$ cat src/isaPkg.sv
package isaPkg;

    // register file geometry
    localparam int numRegs   = 32;
    localparam int immWidth  = 16;

    // 5-bit register index
    typedef logic [4:0] regAddrT;

    // one instruction word seen as either format
    // field order follows the mips encoding, msb first
    typedef union packed {
        struct packed {
            logic [5:0] opcode;
            regAddrT    rs;
            regAddrT    rt;
            regAddrT    rd;
            logic [4:0] shamt;
            logic [5:0] funct;
        } rType;
        struct packed {
            logic [5:0]          opcode;
            regAddrT             rs;
            regAddrT             rt;
            logic [immWidth-1:0] imm;
        } iType;
    } instrT;

    // primary opcodes
    localparam logic [5:0] opR    = 6'b000000;
    localparam logic [5:0] opAddi = 6'b001000;
    localparam logic [5:0] opSlti = 6'b001010;
    localparam logic [5:0] opAndi = 6'b001100;
    localparam logic [5:0] opOri  = 6'b001101;
    localparam logic [5:0] opXori = 6'b001110;

    // funct field of r-type words
    localparam logic [5:0] fnAdd  = 6'b100000;
    localparam logic [5:0] fnSub  = 6'b100010;
    localparam logic [5:0] fnAnd  = 6'b100100;
    localparam logic [5:0] fnOr   = 6'b100101;
    localparam logic [5:0] fnXor  = 6'b100110;
    localparam logic [5:0] fnNor  = 6'b100111;
    localparam logic [5:0] fnSlt  = 6'b101010;

endpackage

$ cat src/aluPkg.sv
package aluPkg;

    // operand and result width
    localparam int dataWidth = 32;

    // alu operation codes
    // bit 2 picks the logic unit over the arithmetic unit
    // bits 1:0 pick the function inside the chosen unit
    // bit 3 marks the set-less-than variant of subtract
    typedef enum logic [3:0] {
        // arithmetic unit
        aluAdd = 4'b0000,
        aluSub = 4'b0010,
        // logic unit, first pair
        aluAnd = 4'b0100,
        aluOr  = 4'b0101,
        // logic unit, second pair
        aluXor = 4'b0110,
        aluNor = 4'b0111,
        // signed compare through the subtract path
        aluSlt = 4'b1010
    } aluOpT;

    // bit positions inside the operation code
    localparam int opSubBit   = 1;
    localparam int opLogicBit = 2;
    localparam int opSltBit   = 3;

endpackage
$ cat src/aluIf.sv
`timescale 1ns/1ps

interface aluIf import aluPkg::*; (
    input logic clk
);
    // operation and operands from the execute core
    aluOpT                op;
    logic [dataWidth-1:0] a;
    logic [dataWidth-1:0] b;

    // combinational result back from the alu
    logic [dataWidth-1:0] y;
    logic                 zero;

    // execute core side
    modport core (
        output op, a, b,
        input  y, zero
    );

    // alu side, clk only feeds the checks
    modport alu (
        input  clk, op, a, b,
        output y, zero
    );

endinterface

$ cat src/ExecuteCore.sv
`timescale 1ns/1ps

module ExecuteCore import aluPkg::*, isaPkg::*; (
    input  logic                 clk,
    input  logic                 rstN,
    input  logic                 instrValid,
    input  logic [dataWidth-1:0] instr,
    output logic                 resultValid,
    output logic [dataWidth-1:0] result,
    output regAddrT              writeReg,
    output logic                 zero
);
    instrT                decoded;
    aluOpT                aluOp;
    logic                 useImm;
    logic                 signExtImm;
    regAddrT              destReg;
    logic                 legal;
    logic                 accept;
    logic                 writeEn;
    logic [dataWidth-1:0] readDataA;
    logic [dataWidth-1:0] readDataB;
    logic [dataWidth-1:0] immExt;

    aluIf aluBus (.clk(clk));

    assign decoded = instrT'(instr);

    AluControl decoder (
        .instr      (decoded),
        .aluOp      (aluOp),
        .useImm     (useImm),
        .signExtImm (signExtImm),
        .destReg    (destReg),
        .legal      (legal)
    );

    // only legal words are taken
    assign accept  = instrValid && legal;
    // r0 writes still show at the output but skip the file
    assign writeEn = accept && (destReg != '0);

    RegisterFile regFile (
        .clk       (clk),
        .rstN      (rstN),
        .readAddrA (decoded.rType.rs),
        .readAddrB (decoded.rType.rt),
        .readDataA (readDataA),
        .readDataB (readDataB),
        .writeEn   (writeEn),
        .writeAddr (destReg),
        .writeData (aluBus.y)
    );

    // immediate extension as the decoder asks
    assign immExt = signExtImm
        ? {{(dataWidth-immWidth){decoded.iType.imm[immWidth-1]}}, decoded.iType.imm}
        : {{(dataWidth-immWidth){1'b0}}, decoded.iType.imm};

    // operand mux into the alu
    assign aluBus.op = aluOp;
    assign aluBus.a  = readDataA;
    assign aluBus.b  = useImm ? immExt : readDataB;

    Alu alu (
        .bus (aluBus)
    );

    // output stage, one cycle after the strobe
    always_ff @(posedge clk) begin
        if (!rstN) begin
            resultValid <= 1'b0;
            result      <= '0;
            writeReg    <= '0;
            zero        <= 1'b0;
        end else begin
            resultValid <= accept;
            // hold last result while idle
            if (accept) begin
                result   <= aluBus.y;
                writeReg <= destReg;
                zero     <= aluBus.zero;
            end
        end
    end

    // a valid result always traces back to a legal strobe
    assert property (@(posedge clk) disable iff (!rstN)
        resultValid |-> $past(instrValid && legal));

endmodule

$ cat src/RegisterFile.sv
`timescale 1ns/1ps

module RegisterFile import aluPkg::*, isaPkg::*; (
    input  logic                 clk,
    input  logic                 rstN,
    input  regAddrT              readAddrA,
    input  regAddrT              readAddrB,
    output logic [dataWidth-1:0] readDataA,
    output logic [dataWidth-1:0] readDataB,
    input  logic                 writeEn,
    input  regAddrT              writeAddr,
    input  logic [dataWidth-1:0] writeData
);
    logic [dataWidth-1:0] regs [numRegs];

    // write port, entry 0 never changes
    always_ff @(posedge clk) begin
        if (!rstN) begin
            for (int i = 0; i < numRegs; i++) begin
                regs[i] <= '0;
            end
        end else if (writeEn && (writeAddr != '0)) begin
            regs[writeAddr] <= writeData;
        end
    end

    // combinational reads
    // register 0 is hardwired to zero
    assign readDataA = (readAddrA == '0) ? '0 : regs[readAddrA];
    assign readDataB = (readAddrB == '0) ? '0 : regs[readAddrB];

    // a write of any address never disturbs register 0
    assert property (@(posedge clk) disable iff (!rstN)
        writeEn |=> (regs[0] == '0));

endmodule

$ cat src/AluControl.sv
`timescale 1ns/1ps

module AluControl import aluPkg::*, isaPkg::*; (
    input  instrT   instr,
    output aluOpT   aluOp,
    output logic    useImm,
    output logic    signExtImm,
    output regAddrT destReg,
    output logic    legal
);

    always_comb begin
        // safe defaults for an unknown word
        aluOp      = aluAdd;
        useImm     = 1'b0;
        signExtImm = 1'b0;
        destReg    = instr.rType.rd;
        legal      = 1'b0;

        case (instr.rType.opcode)
            opR: begin
                // register-register forms, target is rd
                destReg = instr.rType.rd;
                // shamt must stay clear on these ops
                legal   = (instr.rType.shamt == 5'd0);
                case (instr.rType.funct)
                    fnAdd: aluOp = aluAdd;
                    fnSub: aluOp = aluSub;
                    fnAnd: aluOp = aluAnd;
                    fnOr:  aluOp = aluOr;
                    fnXor: aluOp = aluXor;
                    fnNor: aluOp = aluNor;
                    fnSlt: aluOp = aluSlt;
                    default: begin
                        // unknown funct
                        legal = 1'b0;
                    end
                endcase
            end
            // arithmetic immediates sign-extend
            opAddi: begin
                aluOp      = aluAdd;
                useImm     = 1'b1;
                signExtImm = 1'b1;
                destReg    = instr.iType.rt;
                legal      = 1'b1;
            end
            opSlti: begin
                aluOp      = aluSlt;
                useImm     = 1'b1;
                signExtImm = 1'b1;
                destReg    = instr.iType.rt;
                legal      = 1'b1;
            end
            // logic immediates zero-extend
            opAndi: begin
                aluOp   = aluAnd;
                useImm  = 1'b1;
                destReg = instr.iType.rt;
                legal   = 1'b1;
            end
            opOri: begin
                aluOp   = aluOr;
                useImm  = 1'b1;
                destReg = instr.iType.rt;
                legal   = 1'b1;
            end
            opXori: begin
                aluOp   = aluXor;
                useImm  = 1'b1;
                destReg = instr.iType.rt;
                legal   = 1'b1;
            end
            default: begin
                // unknown opcode leaves legal low
                legal = 1'b0;
            end
        endcase
    end

endmodule

$ cat src/Alu.sv
`timescale 1ns/1ps

// add/sub half of the alu
module AluArith import aluPkg::*; (
    input  logic                 sub,
    input  logic                 slt,
    input  logic [dataWidth-1:0] a,
    input  logic [dataWidth-1:0] b,
    output logic [dataWidth-1:0] y
);
    logic [dataWidth-1:0] sum;
    logic [dataWidth-1:0] diff;
    logic                 less;

    assign sum  = a + b;
    assign diff = a - b;
    // two's complement compare, not the sign of diff
    assign less = $signed(a) < $signed(b);

    always_comb begin
        if (slt) begin
            // slt yields 0 or 1
            y = {{(dataWidth-1){1'b0}}, less};
        end else begin
            y = sub ? diff : sum;
        end
    end
endmodule

// logic half of the alu
module AluLogic import aluPkg::*; (
    input  logic [1:0]           sel,
    input  logic [dataWidth-1:0] a,
    input  logic [dataWidth-1:0] b,
    output logic [dataWidth-1:0] y
);
    logic [dataWidth-1:0] andOr;
    logic [dataWidth-1:0] xorNor;

    // first level picks within each pair
    assign andOr  = sel[0] ? (a | b) : (a & b);
    assign xorNor = sel[0] ? ~(a | b) : (a ^ b);

    // second level picks the pair
    assign y = sel[1] ? xorNor : andOr;
endmodule

module Alu import aluPkg::*; (
    aluIf.alu bus
);
    logic [3:0]           opBits;
    logic [dataWidth-1:0] arithY;
    logic [dataWidth-1:0] logicY;

    assign opBits = bus.op;

    AluArith arithUnit (
        .sub (opBits[opSubBit]),
        .slt (opBits[opSltBit]),
        .a   (bus.a),
        .b   (bus.b),
        .y   (arithY)
    );

    AluLogic logicUnit (
        .sel (opBits[1:0]),
        .a   (bus.a),
        .b   (bus.b),
        .y   (logicY)
    );

    // unit select
    assign bus.y    = opBits[opLogicBit] ? logicY : arithY;
    assign bus.zero = ~|bus.y;

    // subtract result is zero exactly when the operands match
    assert property (@(posedge bus.clk)
        (bus.op == aluSub) |-> (bus.zero == (bus.a == bus.b)));

    // slt gives zero whenever a is not below b
    // signed order equals unsigned order with the sign bits flipped
    assert property (@(posedge bus.clk)
        (bus.op == aluSlt) |-> (bus.zero ==
            !({~bus.a[dataWidth-1], bus.a[dataWidth-2:0]} <
              {~bus.b[dataWidth-1], bus.b[dataWidth-2:0]})));

endmodule

$ cat config.mk
export PLATFORM = sky130hd
export DESIGN_NAME = ExecuteCore
export DESIGN_NICKNAME = d
export VERILOG_FILES = /design/src/isaPkg.sv /design/src/aluPkg.sv /design/src/aluIf.sv /design/src/ExecuteCore.sv /design/src/RegisterFile.sv /design/src/AluControl.sv /design/src/Alu.sv
export SDC_FILE = /design/constraint.sdc
export NUM_CORES = 2
export LEC_CHECK = 0
export BUFFER_PORTS_ARGS = -buffer_cell sky130_fd_sc_hd__buf_2
export CAP_MARGIN = 15
export CELL_PAD_IN_SITES_DETAIL_PLACEMENT = 1
export CELL_PAD_IN_SITES_GLOBAL_PLACEMENT = 2
export CORE_UTILIZATION = 41
export CTS_CLUSTER_SIZE = 40
export DETAILED_ROUTE_END_ITERATION = 8
export PLACE_DENSITY_LB_ADDON = 0.1
export SLEW_MARGIN = 20
export SYNTH_ARGS = -nofsm -noshare
export SYNTH_HDL_FRONTEND = slang
export SYNTH_SLANG_ARGS = --single-unit
$ cat constraint.sdc
create_clock -name clk -period 8.1 [get_ports clk]
set_input_delay 1.62 -clock clk [delete_from_list [all_inputs] [get_ports clk]]
set_output_delay 1.62 -clock clk [all_outputs]
set_load 0.05 [all_outputs]
Word-level counts from Yosys, hierarchy flattened
Memory sizes are Yosys's and may differ from the RTL's.
Index checks and enable logic that the tools add are counted.
Cells by class
  add/subtract/negate cells: 2
  magnitude comparators: 1
  equal/unequal tests: 12
  multiplexer cells: 24
  bitwise gates (word level): 4
  reductions and logical operators: 14
Operators by type and width (number)
  $mux 32: 11
  $reduce_or 32->1: 2
  $eq 6x6->1 const B: 7
  $add 32x32->32: 1
  $and 32x32->32: 1
  $lt 32x32->1: 1
  $not 32->32: 1
  $or 32x32->32: 1
  $sub 32x32->32: 1
  $xor 32x32->32: 1
  $eq 6x4->1 const B: 5
  $pmux 4 s6: 1
  $pmux 4 s5: 1
  $logic_not 5->1: 3
  $mux 5: 2
  $mux 1: 8
  $reduce_or 7->1: 1
  $logic_not 6->1: 1
  $reduce_bool 5->1: 1
  $reduce_or 5->1: 1
  $logic_and 1x1->1: 3
  $pmux 1 s2: 1
  $reduce_or 2->1: 1
  $logic_not 1->1: 1
Word-level totals
  bits in registers: 39
  memory bits (writable): 1024
  bits of input ports: 35
  output and inout bits: 39
  memories kept: 1
Memories
  regFile.regs: depth 32, bits a word 32, read ports 2, clocked after memory_dff 0, write ports 32, line RegisterFile.sv:14  | logic [dataWidth-1:0] regs [numRegs];

Longest topological paths before layout
  depth in word-level cells: 12
  gate-level depth with buffers: 32
  mapped depth without buffers: 22

Modules after synthesis
A second synthesis with hierarchy kept.
Unflattened totals
  cell total of the unflattened synthesis: 4625
  area, all modules: 63246.9 um^2
Modules (own cells, without submodules)
  RegisterFile: instances 1, cells an instance 3509, area an instance 54204.5 um^2, seq. area each 30749.5 um^2
  AluArith: instances 1, cells an instance 560, area an instance 3779.9 um^2, seq. area each 0.0 um^2
  AluLogic: instances 1, cells an instance 232, area an instance 2379.8 um^2, seq. area each 0.0 um^2
  ExecuteCore: instances 1, cells an instance 232, area an instance 2094.5 um^2, seq. area each 780.7 um^2
  Alu: instances 1, cells an instance 60, area an instance 534.3 um^2, seq. area each 0.0 um^2
  AluControl: instances 1, cells an instance 32, area an instance 254.0 um^2, seq. area each 0.0 um^2

Least setup slack after synthesis
Ideal clock, no wire load.
  kind: input-to-reg
  from: input port instr[16]
  to: register zero
  arrival: 8.192 ns
  path slack: -0.208 ns
  stages: 29
  path through: buf_4 buf_8 buf_8 buf_8 buf_8 buf_6 buf_2 buf_2 buf_2 buf_1 mux4_2 mux2i_1 a22oi_1 nand3_1 nand2_1 ha_1 clkbuf_1 nand2_1 nor4_1 nand2_1 o211a_1 o211ai_1 o2111ai_1 o31a_1 or3_1 o221a_2 and4_1 and4_1 a41o_1
Between the ends
  cells in the longest elaborated chain, start to end: 10
  elaborated cells between the ends (all ways): 19
RTL lines
  start: declaration: line ExecuteCore.sv:7  | input logic [dataWidth-1:0] instr,
  $mem_v2 32x32 / $logic_not 5->1 (equally long branches)
  $mux 32 (*): line RegisterFile.sv:30  | assign readDataB = (readAddrB == '0) ? '0 : regs[readAddrB];
  $mux 32 (*): line ExecuteCore.sv:63  | assign aluBus.b = useImm ? immExt : readDataB;
  branches (longest 4 deep; another with $add 32x32->32)
  $mux 32 (*): line Alu.sv:73  | assign bus.y = opBits[opLogicBit] ? logicY : arithY;
  $reduce_or 32->1 (*): line Alu.sv:74  | assign bus.zero = ~|bus.y;
  $logic_not 1->1 (*): line Alu.sv:74
  end signal: assignment: line ExecuteCore.sv:82  | zero <= aluBus.zero;
  end: declaration: line ExecuteCore.sv:11  | output logic zero
Mark *: on every way between the ends.
A chain may end at the register's enable or synchronous reset.

Worst setup path after layout
Ends and elaborated chain as after synthesis.

==> flow_summary.toml <==
[setup_path]
cp-start-kind = "input port"
cp_data_required_time_ps = 8820
crit_end = "zero"
startpoint = "instr[16]"
r2r_start = "regFile.regs[25][6]"
worstPathArrival_ps = 8040
path_max_fanout = 34
rr_endpoint = "regFile.regs[29][26]"
worstRegToRegCells = 20
r2r_slack_ps = 1790
crit_type = "input port to flop"
end_kind = "flop"

[status]
status = "finished, final reports clean"

[synth]
synthSimpleGateAreaFrac = 0.117
ys_top_cells_by_count = "1143 x nor2_1, 1024 x edfxtp_1, 450 x mux4_2"
yosysMostFrequentCell = "nor2_1"
synth_area_leaders = "edfxtp_1 51%, mux4_2 17%, nor2_1 7.1%, mux2i_1 4.2%, clkbuf_1 2.1%"
yosysTopAreaCellShare = 0.512
ys.flop_type = "edfxtp_1"
synth_compound_area_frac = 0.0785
synth_cell_types = 100
synth-seq-area-share = 0.525
synth_xor_area_frac = 0.00364
syn_avg_cell_area_sq_um = 12.4
synth_top_area_cell = "edfxtp_1"
ys_seq_elements = 1063
yosys_warnings = 0
synthCells = 4831
syn_area_sq_um = 60100
synth_top_family_by_area = "multiplexers"
synth-edff-count = 1024
synthMuxAreaShare = 0.218
ys_async_sr_fraction = 0
synthAdderAreaFrac = 0.0185

[power_and_ir_drop]
vdd_drop_max_mv = 0.163
p_per_area_nw_per_um2 = 238
p_total_w = 0.0163
power_leakage_nw = 25.2

[clock_network]
hold_buffers = 0
cts_setup_buffers = 0
cts_buffers = 131
clock_latency_ps = 790
htreeDepth = 4
clock_path_buffers = 3
cts_sinks = 1063
cts_resized = 0
cts_root_buf = "clkbuf_16"
cts.clk_slew.worst_paths_ps = 50
cts_tree = "yes"

[layout]
regArea_sq_um = 31500
fin_nets = 5078
area_growth_pct = 14.4
fill_cells = 14813
multi_input_area_sq_um = 26800
design_area_sq_um = 68700
drive_gt1_frac = 0.243
insertedDiodeCount = 0
final_core_util = 0.472

[placement]
dpl_cell_area_sq_um = 64600
place_hpwl_mm = 165
globalplace.congestion = 0.921
io_buffers = 73

[floorplan]
die_x_microns = 385
fp.coreArea_sq_um = 146000
fp-row-count = 140
ios = 74
start_util = 0.413
fp.dieArea_sq_um = 148000
die_y_microns = 385

[detailed_routing]
post_drt_wl_per_cell_microns = 35.6
firstDrtPassIters = 5
drcViolationCount = 0
initialDrtViolationCount = 5772
routed_via_density = 6.52
via_count = 45452
ant_nets = 0
wl_mm = 248

[sta]
period_minus_slack_ps = 7320
rsz0062_at_grt = "no"
tns_ps = 0
relSlewSlack = 0.191
fin_skew_ps = 33.3
worst_pin_slew_ps = 1210
finalHoldViolations = 0
clock.fmax_ghz = 0.137
finalCritPeriodShare = 0.904
finalSetupViolations = 0
maxSlewViolCount = 0

[global_route]
grt_max_degree = 75
antenna_found_initial = 9
track_usage = 0.335
grt_overflow = 0
grt_pass1_vias = 45455
grt_first_pass_wirelength_mm = 348

[worst_hold_path]
hp-class = "flop to flop"

[run]
cap_violations = 0
==> critical path: stages <==
cell and delay, ps:
buf_8 400, mux4_2 570, mux2i_1 760, o22ai_1 160
nor2_1 210, nor2_1 90, a21o_1 230, ha_1 510
nand4_1 270, buf_4 210, nor3_1 380, a21oi_1 170
and3_1 220, nor3_2 450, nand3_1 150, nor4_1 590
buf_4 210, and4_1 200, and4_1 200, and4_1 190
a41o_1 160
==> stage by stage <==
| step | worst slack, ps | hold WS (ps) | std cells |
|---|---|---|---|
| final | 777 | 498 | 6974 |
| after global routing | 584 | 523 | 6974 |
| after CTS | 846 | 499 | 6970 |
| after detailed placement | 44.9 | 491 | 6734 |
| after global placement | 134 | 479 | 6734 |
| after floorplan | 17.9 | 713 | 4862 |
==> how the worst min path moves through the flow <==
stage | end | slack, ps | from | cells after the start
4_1_cts | result[0] | 500 | result[0] | 2
6_report | result[0] | 500 | result[0] | 2
3_5_place_dp | result[0] | 490 | result[0] | 2
3_3_place_gp | result[0] | 480 | result[0] | 2
5_1_grt | result[11] | 520 | result[11] | 2
2_1_floorplan | writeReg[2] | 710 | writeReg[2] | 2
==> power by group <==
part	total, W	internal [W]	leakage [nW]	switching, W
Combinational	0.00423	0.00135	12.3	0.00288
Clock	0.00579	0.00333	2.00	0.00246
Sequential	0.00631	0.00621	10.9	0.000101
==> kinds of logic (layout without fill, tap and decap cells) <==
family                     count (synthesis)  count (layout)
muxes                                    743             743
AOI/OAI and AO/OA                        652             652
DFF                                     1063            1063
adders and majority gates                 89              89
xor gates and xnor gates                  25              25
buffers and inverters                    564             759
and+or+nand+nor                         1694            1694
other                                      1              32
==> sequential cells by signal, indices dropped and copies added (netlist names) <==
name and count:
zero 1, result 32, writeReg 5, regFile.regs 1024, resultValid 1
==> cells in the final DEF (no fill, tap or decap), types with 19 or more instances in the layout <==
cell / instances
nand3_1: 50
clkbuf_16: 134
nand2b_1: 24
nor2b_1: 19
mux2_2: 41
clkbuf_1: 26
xnor2_1: 21
mux4_2: 450
buf_2: 66
nand2_2: 59
o221ai_1: 32
conb_1: 32
nor2_1: 1140
o211ai_1: 27
nand2_1: 214
buf_12: 36
a21o_1: 26
a22oi_1: 43
inv_1: 96
a211oi_1: 56
edfxtp_1: 1024
mux2i_1: 252
o22ai_1: 52
a21oi_1: 107
dfxtp_1: 39
ha_1: 89
a221oi_1: 25
a31oi_1: 28
nor3_1: 61
buf_4: 313
clkinv_1: 36
o21ai_0: 75
==> cell type report <==
type	count	share of cell area
Timing Repair Buffer	423	0.0509
Inverter	100	0.00548
Sequential cell	1063	0.459
Tap cell	1917	0.0349
Clock buffer	161	0.0504
Multi-Input combinational cell	3235	0.390
Clock inverter	75	0.00931
==> per-layer routing <==
metal | track usage | wire (microns) | share of wire
met2 | 0.532 | 116000 | 0.47
met5 | 0 | 7 | 0.000028
met1 | 0.459 | 102000 | 0.41
met4 | 0.113 | 8750 | 0.035
met3 | 0.0697 | 22400 | 0.090
No activity file was read; power rests on OpenSTA's default activity.
